<file path="src/common/memFuncPkg.sv">
`default_nettype none

package memFuncPkg;

  localparam int WORD_BITS = 36;
  localparam int SECTION_BITS = 5;
  localparam int OFFSET_BITS = 18;

  // Microinstruction MEM field
  typedef enum logic [3:0] {
    NOP          = 4'd0,
    AREAD        = 4'd1,
    READ_AR      = 4'd2,
    READ_ARX     = 4'd3,
    WRITE        = 4'd4,
    RW_CYCLE     = 4'd5,
    RPW_CYCLE    = 4'd6,
    UNCOND_FETCH = 4'd7
  } memFuncT;

  typedef logic [2:0] dispatchT;

  typedef enum logic [1:0] {
    DEST_AR  = 2'd0,
    DEST_ARX = 2'd1,
    DEST_IR  = 2'd2
  } destT;

  typedef struct packed {
    logic [OFFSET_BITS-1:0] offset;
    logic doRead;
    logic doWrite;
    destT dest;
    logic [WORD_BITS-1:0] writeData;
  } cycleReqT;

  // AREAD cycle kind as {read, write, fetch}
  function automatic logic [2:0] dispatchCycle(input dispatchT dispatch);
    logic [2:0] kind;
    case (dispatch)
      3'd1: kind = 3'b101;
      3'd3: kind = 3'b010;
      3'd4, 3'd5: kind = 3'b100;
      3'd6, 3'd7: kind = 3'b110;
      default: kind = 3'b000;
    endcase
    return kind;
  endfunction

endpackage

`default_nettype wire

</file>
<file path="src/mcl/memControl.sv">
`timescale 1ns/100ps
`default_nettype none

module memControl #(
  parameter int QUEUE_DEPTH = 4
) (
  input  wire logic clk,
  input  wire logic reset,
  input  wire logic uInstValid,
  input  wire memFuncPkg::memFuncT memFunc,
  input  wire memFuncPkg::dispatchT dispatch,
  input  wire logic [memFuncPkg::WORD_BITS-1:0] writeData,
  output logic uInstReady,
  input  wire logic adrErrNow,
  input  wire logic [memFuncPkg::OFFSET_BITS-1:0] effOffset,
  output logic cycleAccept,
  output logic cycleRead,
  output logic cycleWrite,
  output logic cycleFetch,
  output logic reqPush,
  output memFuncPkg::cycleReqT reqData,
  input  wire logic reqFull,
  input  wire logic respIn,
  input  wire logic [memFuncPkg::WORD_BITS-1:0] respWord,
  output logic respValid,
  output memFuncPkg::destT respDest,
  output logic [memFuncPkg::WORD_BITS-1:0] respData,
  output logic adrErr
);

  // Queued reads plus the one in the memory stage
  localparam int TAG_DEPTH = QUEUE_DEPTH + 1;
  localparam int PTR_BITS = $clog2(TAG_DEPTH);

  logic doRead;
  logic doWrite;
  logic doFetch;
  logic tagPush;
  memFuncPkg::destT cycleDest;
  memFuncPkg::destT tagMem [TAG_DEPTH];
  logic [PTR_BITS-1:0] tagWr;
  logic [PTR_BITS-1:0] tagRd;

  function automatic logic [PTR_BITS-1:0] nextPtr(input logic [PTR_BITS-1:0] ptr);
    return (ptr == PTR_BITS'(TAG_DEPTH - 1)) ? '0 : ptr + 1'b1;
  endfunction

  always_comb begin
    doRead = 1'b0;
    doWrite = 1'b0;
    doFetch = 1'b0;
    case (memFunc)
      memFuncPkg::AREAD: {doRead, doWrite, doFetch} = memFuncPkg::dispatchCycle(dispatch);
      memFuncPkg::READ_AR, memFuncPkg::READ_ARX: doRead = 1'b1;
      memFuncPkg::WRITE: doWrite = 1'b1;
      // RPW has no pause here, same as RW
      memFuncPkg::RW_CYCLE, memFuncPkg::RPW_CYCLE: begin
        doRead = 1'b1;
        doWrite = 1'b1;
      end
      memFuncPkg::UNCOND_FETCH: begin
        doRead = 1'b1;
        doFetch = 1'b1;
      end
      default: ;
    endcase
    if (doFetch) begin
      cycleDest = memFuncPkg::DEST_IR;
    end else if (memFunc == memFuncPkg::READ_ARX) begin
      cycleDest = memFuncPkg::DEST_ARX;
    end else begin
      cycleDest = memFuncPkg::DEST_AR;
    end
  end

  assign uInstReady = ~reqFull;
  assign cycleAccept = uInstValid & uInstReady & (doRead | doWrite);
  assign cycleRead = doRead;
  assign cycleWrite = doWrite;
  assign cycleFetch = doFetch;

  // Bad address cycles never reach memory
  assign reqPush = cycleAccept & ~adrErrNow;
  assign tagPush = reqPush & doRead;
  assign reqData = '{offset: effOffset, doRead: doRead, doWrite: doWrite,
                     dest: cycleDest, writeData: writeData};

  always_ff @(posedge clk) begin
    if (tagPush) begin
      tagMem[tagWr] <= cycleDest;
    end
  end

  always_ff @(posedge clk) begin
    if (reset) begin
      tagWr <= '0;
      tagRd <= '0;
      adrErr <= 1'b0;
    end else begin
      adrErr <= cycleAccept & adrErrNow;
      if (tagPush) begin
        tagWr <= nextPtr(tagWr);
      end
      if (respIn) begin
        tagRd <= nextPtr(tagRd);
      end
    end
  end

  // Words come back in issue order
  assign respValid = respIn;
  assign respDest = tagMem[tagRd];
  assign respData = respWord;

endmodule

`default_nettype wire

</file>
<file path="config.mk">
export PLATFORM = sky130hd
export DESIGN_NAME = memControl
export DESIGN_NICKNAME = d
export VERILOG_FILES = /design/src/common/memFuncPkg.sv /design/src/mcl/memControl.sv
export SDC_FILE = /design/constraint.sdc
export NUM_CORES = 1
export LEC_CHECK = 0
export BUFFER_PORTS_ARGS = -buffer_cell sky130_fd_sc_hd__buf_4
export CELL_PAD_IN_SITES_DETAIL_PLACEMENT = 1
export CELL_PAD_IN_SITES_GLOBAL_PLACEMENT = 1
export CORE_ASPECT_RATIO = 1.4
export CORE_UTILIZATION = 23
export DETAILED_ROUTE_END_ITERATION = 16
export PLACE_DENSITY_LB_ADDON = 0.1
export SLEW_MARGIN = 20
export SYNTH_ARGS = -nofsm -noshare
export SYNTH_HDL_FRONTEND = slang
export SYNTH_SLANG_ARGS = --single-unit
</file>
<file path="constraint.sdc">
create_clock -name clk -period 4.1 [get_ports clk]
set_clock_uncertainty 0.15 [all_clocks]
set_input_delay 0.82 -clock clk [delete_from_list [all_inputs] [get_ports clk]]
set_output_delay 0.82 -clock clk [all_outputs]
set_load 0.01 [all_outputs]
</file>
Word-level counts from Yosys, hierarchy flattened --
Memory sizes are Yosys's and may differ from the RTL's. A register that Yosys moved wholly into a read port is not among the register bits. Cells that the tools add are included.
Operators by class: add/subtract/negate cells 2, equality and inequality tests 15, multiplexer cells 12, bitwise operators 8, reductions and logical operators 4
Operator list (count):
- $eq A3 B3 Y1 const B | 6
- $eq A4 B3 Y1 const B | 4
- $mux W3 | 4
- $pmux W3 S4 | 1
- $eq A4 B2 Y1 const B | 2
- $add A3 B1 Y3 const B | 2
- $pmux W1 S2 | 3
- $and A1 B1 Y1 | 5
- $reduce_or A5 Y1 | 1
- $eq A4 B1 Y1 const B | 1
- $reduce_or A2 Y1 | 2
- $eq A3 B1 Y1 const B | 1
- $eq A3 B2 Y1 const B | 1
- $mux W1 | 3
- $reduce_or A3 Y1 | 1
- $mux W2 | 1
- $not A1 Y1 | 2
- $or A1 B1 Y1 | 1
Storage, ports and cells: register bits after elaboration 7, RAM bits 10, output and inout port bits 104, logic and storage cells 45, memories kept 1
Memories:
- tagMem | words 5, width 2, read ports 1, clocked after Yosys merged registers in 1, write ports 1, line memControl.sv:40 | memFuncPkg::destT tagMem [TAG_DEPTH];

Depth between registers and ports, before layout --
Gate-level depths: netlist of run 1.
depth after elaboration 10, gate-level depth with buffers 6, gate-level depth less buffers 6

Least setup slack after synthesis of run 1 --
Ideal clock, no wire load.
path kind input to output, start point input memFunc[1], end point output reqData[37] (netlist name), arrival 1.712 ns, slack 1.418 ns, stages on the path 4, path through nor2_1 nand2_1 a21oi_1 buf_4
RTL lines:
- start, declared | line memControl.sv:10 | input wire memFuncPkg::memFuncT memFunc,
- end, declared | line memControl.sv:21 | output memFuncPkg::cycleReqT reqData,

Worst setup path after layout of run 1 --
start point input memFunc[1], end point output cycleFetch
On the way: cells in the longest elaborated chain, start to end 2
RTL lines:
- $eq A4 B3 Y1 or $eq A4 B1 Y1 (tied branches) | line memControl.sv:52 | case (memFunc)
- $pmux W1 S2 * | line memControl.sv:52
- end, declared | line memControl.sv:19 | output logic cycleFetch,
Every way passes the cells marked *; elsewhere a longest branch is shown, timed or not.

==> flow_summary.toml, run 1 <==
[critical_path]
crit_path_frequent_cell = "buf_4"
rrSetupSlack_ns = 2.46
critPathKind = "primary input to output pin"
rr_endpoint = "tagMem[3][1]"
reg2reg_depth = 2
cp-endpoint = "cycleFetch"
timing.rr.start = "tagWr[0]"
startpoint = "memFunc[1]"
path_max_fanout = 7
cp.required_ns = 3.13
critPathArrivalTime_ns = 2.03
worst_setup_path_start_kind = "primary input"
critPathMaxStageDelay_ns = 0.47
path_cells = "buf_4, nor2_1, nand2_1, a21oi_1, buf_4"
cp-end-kind = "output pin"
slowest_stage = "a21oi_1"

[route]
avgRoutedWirePerCell_um = 16.98
firstDrtPassIters = 4
ant_nets = 0
routed_wl_mm = 3.480
drc = 0
first_iter_violations = 19
vias = 871
drt-vias-per-instance = 4.249

[placement]
postPlaceCellArea_um2 = 1296
post-dp-hpwl_mm = 2.899
gp_congestion = 0.6407
dp.cells = 201
portBuffers = 26

[sta]
rsz0062_at_grt = "no"
max_freq_mhz = 333.9
hold_slack_ns = 0.4204
finalCritPeriodShare_pct = 73.06
worst_slew_pin_slew_ns = 0.5761
relSlewSlack_pct = 61.24
min_period_ns = 2.995
slew_viol_final = 0
fin_setup_tns_ns = 0
finalHoldViolCount = 0
setup_viol = 0

[clocking]
root_buffer = "clkbuf_8"
clk_pin_slew_ns = 0.08
h-tree-depth = 1
cts_resized = 0
cts_buffers = 3
holdBufCountCts = 0
cts_tree = "built"
clk_latency_ns = 0.26
cts_sinks = 20
postCtsSetupBuffers = 0
clk_path_buf_depth = 2

[grt]
antenna_found_initial = 0
grt_pass1_wl_mm = 4.864
grt_max_degree = 13
gr-usage-all-layers_pct = 8.467
grt.overflow.total = 0
first_global_vias = 898

[yosys]
ys_types = 31
async_flop_share_pct = 0
ys_seq_area_share_pct = 29.72
synth.most_common_cell = "buf_4"
syn_nets = 281
synth.avg_cell_area_um2 = 9.679
yosys-top-cells-area = "buf_4 (42%), edfxtp_1 (18%), dfxtp_1 (12%)"
yosys.area.top_type = "buf_4"
synth_edf_count = 10
synth_common_cells = "buf_4 (94), dfxtp_1 (10), edfxtp_1 (10), nor2_1 (7), inv_1 (6)"
ys_seq_elements = 20
ys.flop_type = "edfxtp_1"
netlist_instances = 174
synth_area_um2 = 1684
yosysWarnings = 0
synth.top_cell.area_share_pct = 41.90

[min_path]
hold_class = "flop to flop"

[floorplan]
die_x_um = 74.32
core_um2 = 7027
dieHeight_um = 103.2
initial_core_util_pct = 23.97
dieArea_um2 = 7673
fp-row-count = 36
ios = 207

[finish]
syn2layout_area_growth_pct = -18.80
antenna_cells = 0
final_cell_area_um2 = 1368
final_cells = 205
fillerInstances = 830
nets = 218
drive_above_1_share_pct = 38.18

[job]
maxCapViolCount = 0

[power]
p_leak_nw = 0.5165
power_density_nw_per_um2 = 340.9
ir_drop_uv = 166.4

[status]
status = "finished, final reports clean"
[power by group]
group | leakage, nW | internal, W | switching (W)
logic | 0.309 | 0.0000283 | 0.0000264
clock network | 0.0357 | 0.000130 | 0.0000660
registers | 0.171 | 0.000212 | 0.00000287
total | 0.516 | 0.000371 | 0.0000953
[logic make-up after synthesis]
group	count (synthesis)	share of synthesized area, %
buffers and inverters	101	43.46
AND/OR/NAND/NOR	29	10.70
flip-flops	20	29.72
AO/OA/AOI/OAI	12	6.687
multiplexers	8	6.463
adder cells (fa/ha/maj)	4	2.972
[worst max-delay path, delay by kind of cell]
kind / cells / cell delay, ns
AOI/OAI and AO/OA: 1 / 0.47
and+or+nand+nor: 2 / 0.38
buffers and inverters: 2 / 0.36
[worst min path at each step]
stage,cells past startpoint,start,slack [ns],endpoint
after CTS,2,tagRd[1],0.43,tagRd[1]
after detailed placement,2,tagRd[1],0.41,flop
after floorplan,2,tagRd[2],0.35,flop
after global routing,2,tagRd[1],0.46,tagRd[1]
after global placement,2,tagRd[1],0.42,tagRd[1]
final,2,tagRd[1],0.42,tagRd[1]
[metrics by stage]
step	setup WS [ns]	power (W)	utilization, %
final	1.105	0.0004662	19.46
after global routing	1.025	0.0004872	19.46
after CTS	1.089	0.0004763	19.46
after detailed placement	1.099	0.0002759	18.45
after global placement	1.044	0.0002763	18.45
after floorplan	1.418	0.0003385	-
[routing by layer]
layer / vias to the layer above / track usage, % / share of wire [%]
li1: 355 / - / -
met1: 413 / 7.692 / 31
met2: 97 / 13.43 / 48
met3: 6 / 8.721 / 20
met4: 0 / 1.451 / 0.40
met5: - / 0 / 0
[cell type report]
cell class / instances / area, um2 / share of cell area [%]
well taps: 95 / 118.9 / 8.692
multi-input cells: 53 / 451.7 / 33.03
repair buffers: 27 / 202.7 / 14.82
inverters: 6 / 22.52 / 1.647
clock buffers: 3 / 41.29 / 3.019
clock inverters: 1 / 30.03 / 2.196
flip-flops and latches: 20 / 500.5 / 36.60
[cells in the final DEF (no fill, tap or decap)]
| cell | instances |
|---|---|
| a211oi_2 | 1 |
| buf_4 | 27 |
| o2bb2ai_1 | 1 |
| clkbuf_8 | 3 |
| edfxtp_1 | 10 |
| mux2i_1 | 3 |
| nor3_1 | 1 |
| nor2b_1 | 1 |
| nor2_1 | 7 |
| nor4b_4 | 1 |
| dfxtp_1 | 10 |
| o21ai_2 | 1 |
| nor3b_1 | 1 |
| mux2_2 | 3 |
| or3b_2 | 1 |
| o211ai_1 | 2 |
| a211o_1 | 1 |
| nand2_1 | 5 |
| a211oi_1 | 1 |
| bufinv_16 | 1 |
| or2b_1 | 1 |
| o21ai_0 | 1 |
| inv_1 | 6 |
| a2111oi_4 | 1 |
| a21oi_1 | 2 |
| nand2_4 | 1 |
| ha_1 | 4 |
| and3b_1 | 1 |
| nor4_1 | 4 |
| a221oi_1 | 1 |
| nand2b_1 | 5 |
| mux4_2 | 2 |
No activity file was read; power rests on OpenSTA's default activity.
==> inputs of run 2 (changes only) <==
--- a/config.mk
+++ b/config.mk
@@ -9,7 +9,7 @@
 export CELL_PAD_IN_SITES_DETAIL_PLACEMENT = 1
 export CELL_PAD_IN_SITES_GLOBAL_PLACEMENT = 1
 export CORE_ASPECT_RATIO = 1.4
-export CORE_UTILIZATION = 23
+export CORE_UTILIZATION = 21
 export DETAILED_ROUTE_END_ITERATION = 16
 export PLACE_DENSITY_LB_ADDON = 0.1
 export SLEW_MARGIN = 20
==> constraint.sdc (replaced) <==
create_clock -name clk -period 2.8 [get_ports clk]
set_clock_uncertainty 0.15 [all_clocks]
set_input_delay 0.56 -clock clk [delete_from_list [all_inputs] [get_ports clk]]
set_output_delay 0.56 -clock clk [all_outputs]
set_load 0.01 [all_outputs]
==> run 2 against run 1 <==
Effect of this change: critical path depth decreased by 2; global-route usage is 0.30 points lower; via count fell by 0.57%; core utilization shrank 1.8 points; total power increased by 32%; critical endpoint is now respDest[1]; highest routed layer unchanged.
==> flow_summary.toml, run 2 (synthesized netlist as in run 1, its figures left out) <==
[sta]
min_period_ns = 2.297
finalHoldViolCount = 0
finalCritPeriodShare_pct = 82.02
setup_viol = 0
max_freq_mhz = 435.4
rsz0062_at_grt = "no"
relSlewSlack_pct = 69.02
slew_viol_final = 0
fin_setup_tns_ns = 0
worst_slew_pin_slew_ns = 0.4605

[critical_path]
path_delay_family = "multiplexers"
critPathMaxStageDelay_ns = 0.52
critPathArrivalTime_ns = 1.59
slowest_stage = "mux4_2"
cp-end-kind = "output pin"
path_cells = "mux4_2, mux2_2, buf_4"
path_max_fanout = 2
cp_num_buf_inv = 1
cp.required_ns = 2.09
critPathKind = "flop to output pin"
worst_setup_path_start_kind = "flop"

[grt]
grt_max_degree = 12
first_global_vias = 976
grt_pass1_wl_mm = 5.230
gr-usage-all-layers_pct = 8.163
antenna_found_initial = 0
grt.overflow.total = 0

[route]
vias = 866
first_iter_violations = 8
ant_nets = 0
drt-vias-per-instance = 4.104
avgRoutedWirePerCell_um = 16.32
drc = 0
firstDrtPassIters = 2
routed_wl_mm = 3.444

[clocking]
cts_buffers = 3
clk_latency_ns = 0.26
clk_pin_slew_ns = 0.07
cts_tree = "built"
cts_resized = 0
h-tree-depth = 1
clk_path_buf_depth = 2
cts_sinks = 20
holdBufCountCts = 0
root_buffer = "clkbuf_8"
postCtsSetupBuffers = 0

[min_path]
hold_class = "flop to flop"

[power]
ir_drop_uv = 133.0
sw_frac_of_total_pct = 22.28
combPwrFrac_pct = 13.1
finalPower_w = 0.0006150
p_clk_share_pct = 35.6
seqPwrFrac_pct = 51.3
power_density_nw_per_um2 = 450.6
switchingPower_w = 0.0001371
p_leak_nw = 0.5149
p_int_w = 0.0004780

[status]
status = "finished, final reports clean"

[floorplan]
dieHeight_um = 108.0
ios = 207
core_um2 = 7750
fp-row-count = 38
dieArea_um2 = 8387
initial_core_util_pct = 21.73
die_x_um = 77.69

[finish]
mostFrequentLayoutCells = "buf_4 (28), dfxtp_1 (10), edfxtp_1 (10)"
syn2layout_area_growth_pct = -18.94
layout_commonest_cell = "buf_4"
drive_above_1_share_pct = 38.74
antenna_cells = 0
nets = 219

[placement]
post-dp-hpwl_mm = 2.804
gp_congestion = 0.6750
portBuffers = 26

[job]
maxCapViolCount = 0
run 2: cell types whose count changed in the layout (fill, tap and decap cells not counted):
| cell | before | now |
|---|---|---|
| bufinv_16 | 1 | 0 |
| buf_4 | 27 | 28 |
| clkbuf_8 | 3 | 4 |
run 2: power by group through the flow:
stage	combinational (W)	sequential (W)	clock, W
2_1_floorplan	0.000175	0.000321	0
3_3_place_gp	0.0000831	0.000323	0
3_5_place_dp	0.0000832	0.000323	0
4_1_cts	0.0000838	0.000316	0.000230
5_1_grt	0.0000890	0.000317	0.000237
6_report	0.0000808	0.000315	0.000219
run 2: area by class of cell:
type,instances,area [um2]
Clock buffer,4,55.05
Fill cell,904,6385
Inverter,6,22.52
Multi-Input combinational cell,53,451.7
Sequential cell,20,500.5
Tap cell,100,125.1
Timing Repair Buffer,28,210.2
run 2: worst paths after layout:
check	startpoint	end	slack, ns	cells past startpoint
setup reg to reg	tagWr[0]	tagMem[1][0]	1.20	2
setup / recovery	flop	respDest[1]	0.50	3
hold / removal	tagRd[2]	tagRd[2]	0.40	2
hold reg to reg	tagRd[2]	tagRd[2]	0.40	2
run 2: routing by layer:
layer  global-route usage (%)  vias up  part of all wire, %
met1                    6.952      390                   34
met2                    13.02      111                   47
met3                    8.186       10                   18
li1                         -      355                    -
met5                    2.500        -                    0
met4                    2.156        0                  1.2
run 2: worst register-to-register path: stages (launching register included):
cell	delay [ns]
dfxtp_1	0.50
inv_1	0.13
nor4_1	0.47
run 2: per-stage QoR:
step                setup slack (ns)  utilization, %  std cells  cell area, um2  hold slack (ns)
floorplan                     0.6382               -        174            1684           0.3543
global placement              0.4349           16.90        207            1310           0.4131
detailed placement            0.3748           16.90        207            1310           0.4081
CTS                           0.4593           17.61        211            1365           0.4131
global route                  0.4305           17.61        211            1365           0.4212
finish                        0.5034           17.61        211            1365           0.4029
==> inputs of run 3 (changes only) <==
--- a/config.mk
+++ b/config.mk
@@ -9,7 +9,7 @@
 export CELL_PAD_IN_SITES_DETAIL_PLACEMENT = 1
 export CELL_PAD_IN_SITES_GLOBAL_PLACEMENT = 1
 export CORE_ASPECT_RATIO = 1.4
-export CORE_UTILIZATION = 21
+export CORE_UTILIZATION = 19
 export DETAILED_ROUTE_END_ITERATION = 16
 export PLACE_DENSITY_LB_ADDON = 0.1
 export SLEW_MARGIN = 20
==> constraint.sdc (replaced) <==
create_clock -name clk -period 1.95 [get_ports clk]
set_clock_uncertainty 0.15 [all_clocks]
set_input_delay 0.39 -clock clk [delete_from_list [all_inputs] [get_ports clk]]
set_output_delay 0.39 -clock clk [all_outputs]
set_load 0.01 [all_outputs]
==> run 3 against run 2 <==
Effect of this change: the flow now finishes with violations (setup timing); final area increased by 12%; total power is 87% higher; critical path type unchanged; die area is 10% higher; first-iteration DRC count rose to 3.4 times the previous value; via count is 5.3% higher; register-to-register slack worse by 0.82 ns; clock power rose to 2.6 times the previous value; combinational power is 65% higher; worst hold slack worse by 0.14 ns; core utilization rose by 0.13 points; largest power group is now the clock network.
==> flow_summary.toml, run 3 (synthesized netlist as in run 1, its figures left out) <==
[power]
ir_drop_uv = 258.2
sw_frac_of_total_pct = 19.31
combPwrFrac_pct = 11.6
p_leak_nw = 0.6123
switchingPower_w = 0.0002220
seqPwrFrac_pct = 39.4
p_clk_share_pct = 49.0
power_density_nw_per_um2 = 752.6
p_int_w = 0.0009277

[route]
first_iter_violations = 27
routed_wl_mm = 3.657
vias = 912
ant_nets = 0
drc = 0
drt-vias-per-instance = 4.000
avgRoutedWirePerCell_um = 16.04
firstDrtPassIters = 4

[clocking]
root_buffer = "clkbuf_16"
h-tree-depth = 1
clk_latency_ns = 0.25
cts_tree = "built"
holdBufCountCts = 0
postCtsSetupBuffers = 0
clk_path_buf_depth = 2
cts_sinks = 20
cts_buffers = 3
clk_pin_slew_ns = 0.06

[floorplan]
dieArea_um2 = 9250
ios = 207
dieHeight_um = 113.4
die_x_um = 81.57
core_um2 = 8608
fp-row-count = 40
initial_core_util_pct = 19.56

[job]
maxCapViolCount = 0

[critical_path]
reg2reg_depth = 3
path_max_fanout = 1
critPathArrivalTime_ns = 1.52
cp.required_ns = 1.41
worst_setup_path_start_kind = "flop"
cp-end-kind = "output pin"
critPathKind = "flop to output pin"

[finish]
antenna_cells = 0
drive_above_1_share_pct = 45.53
final_core_util_pct = 17.75
final_cell_area_um2 = 1528
layout_commonest_cell = "buf_4"
mostFrequentLayoutCells = "buf_4 (38), edfxtp_1 (10), dfxtp_1 (9)"
nets = 231
fillerInstances = 991
syn2layout_area_growth_pct = -9.286

[placement]
dp_slack_ns = -0.08455
post-dp-hpwl_mm = 3.000
gp_congestion = 0.7479
postPlaceCellArea_um2 = 1406
portBuffers = 26

[status]
status = "complete, but fails checks"
violations = "setup timing"

[grt]
grt.overflow.total = 0
grt_max_degree = 13
antenna_found_initial = 0
grt_pass1_wl_mm = 5.375
first_global_vias = 1010
gr-usage-all-layers_pct = 8.040

[sta]
finalHoldViolCount = 0
setup_viol = 2
max_freq_mhz = 486.3
fin_ws_ns = -0.1065
min_period_ns = 2.056
relSlewSlack_pct = 75.01
hold_slack_ns = 0.2659
rsz0062_at_grt = "yes"
slew_viol_final = 0
finalCritPeriodShare_pct = 105.5
worst_slew_pin_slew_ns = 0.3749

[min_path]
hold_class = "primary input to flop"
min_path_cells = 2
## run 3: cell count changes in the layout (fill, tap and decap cells not counted), sizes merged
cell and delta:
bufinv +1, clkbuf -1, buf +12
## run 3: worst max-delay path: stages (launching register included)
cell and delay, ns:
edfxtp_1 0.38, mux4_2 0.47, mux2_4 0.28, buf_6 0.12
## run 3: power groups by stage
stage / sequential [W] / clock [W] / combinational (W)
3_5_place_dp: 0.000462 / 0 / 0.000132
6_report: 0.000453 / 0.000563 / 0.000133
5_1_grt: 0.000455 / 0.000603 / 0.000145
3_3_place_gp: 0.000462 / 0 / 0.000131
2_1_floorplan: 0.000461 / 0 / 0.000251
4_1_cts: 0.000454 / 0.000585 / 0.000137
## run 3: timing repair
| item | CTS | global route |
|---|---|---|
| endpoints found under the setup margin | 2 | 2 |
| pin swaps | 0 | 0 |
| resized for setup | 5 | 0 |
## run 3: worst paths after layout
| check | start | endpoint | slack [ns] |
|---|---|---|---|
| hold / removal | adrErrNow | adrErr | 0.27 |
| hold reg to reg | tagRd[2] | flop | 0.43 |
| setup reg to reg | tagWr[1] | tagMem[2][1] | 0.38 |
| setup / recovery | tagMem[1][1] | respDest[1] | -0.11 |
## run 3: final cells by class
cell class / instances / area [um2] / area share [%]
Sequential cell: 20 / 501.7 / 32.84
Multi-Input combinational cell: 53 / 459.2 / 30.06
Inverter: 6 / 22.52 / 1.474
Timing Repair Buffer: 40 / 307.8 / 20.15
Clock buffer: 3 / 75.07 / 4.914
Clock inverter: 1 / 30.03 / 1.966
Tap cell: 105 / 131.4 / 8.599
## run 3: metrics by stage
| stage | TNS [ns] | std cells | total power, W |
|---|---|---|---|
| finish | -0.1980 | 228 | 0.001150 |
| global route | -0.3285 | 228 | 0.001203 |
| CTS | -0.2609 | 228 | 0.001176 |
| detailed placement | -0.2457 | 224 | 0.0005943 |
| global placement | -0.2470 | 224 | 0.0005930 |
| floorplan | 0 | 174 | 0.0007118 |
## run 3: routing by layer
metal  vias to the layer above  global-route usage [%]  wire length (um)  share of wire [%]
li1                        381                       -                 -                  -
met1                       403                   6.644              1168                 32
met2                       122                   11.22              1652                 45
met3                         6                   9.760               806                 22
met4                         0                   2.807                29               0.79
met5                         -                   4.706                 0                  0
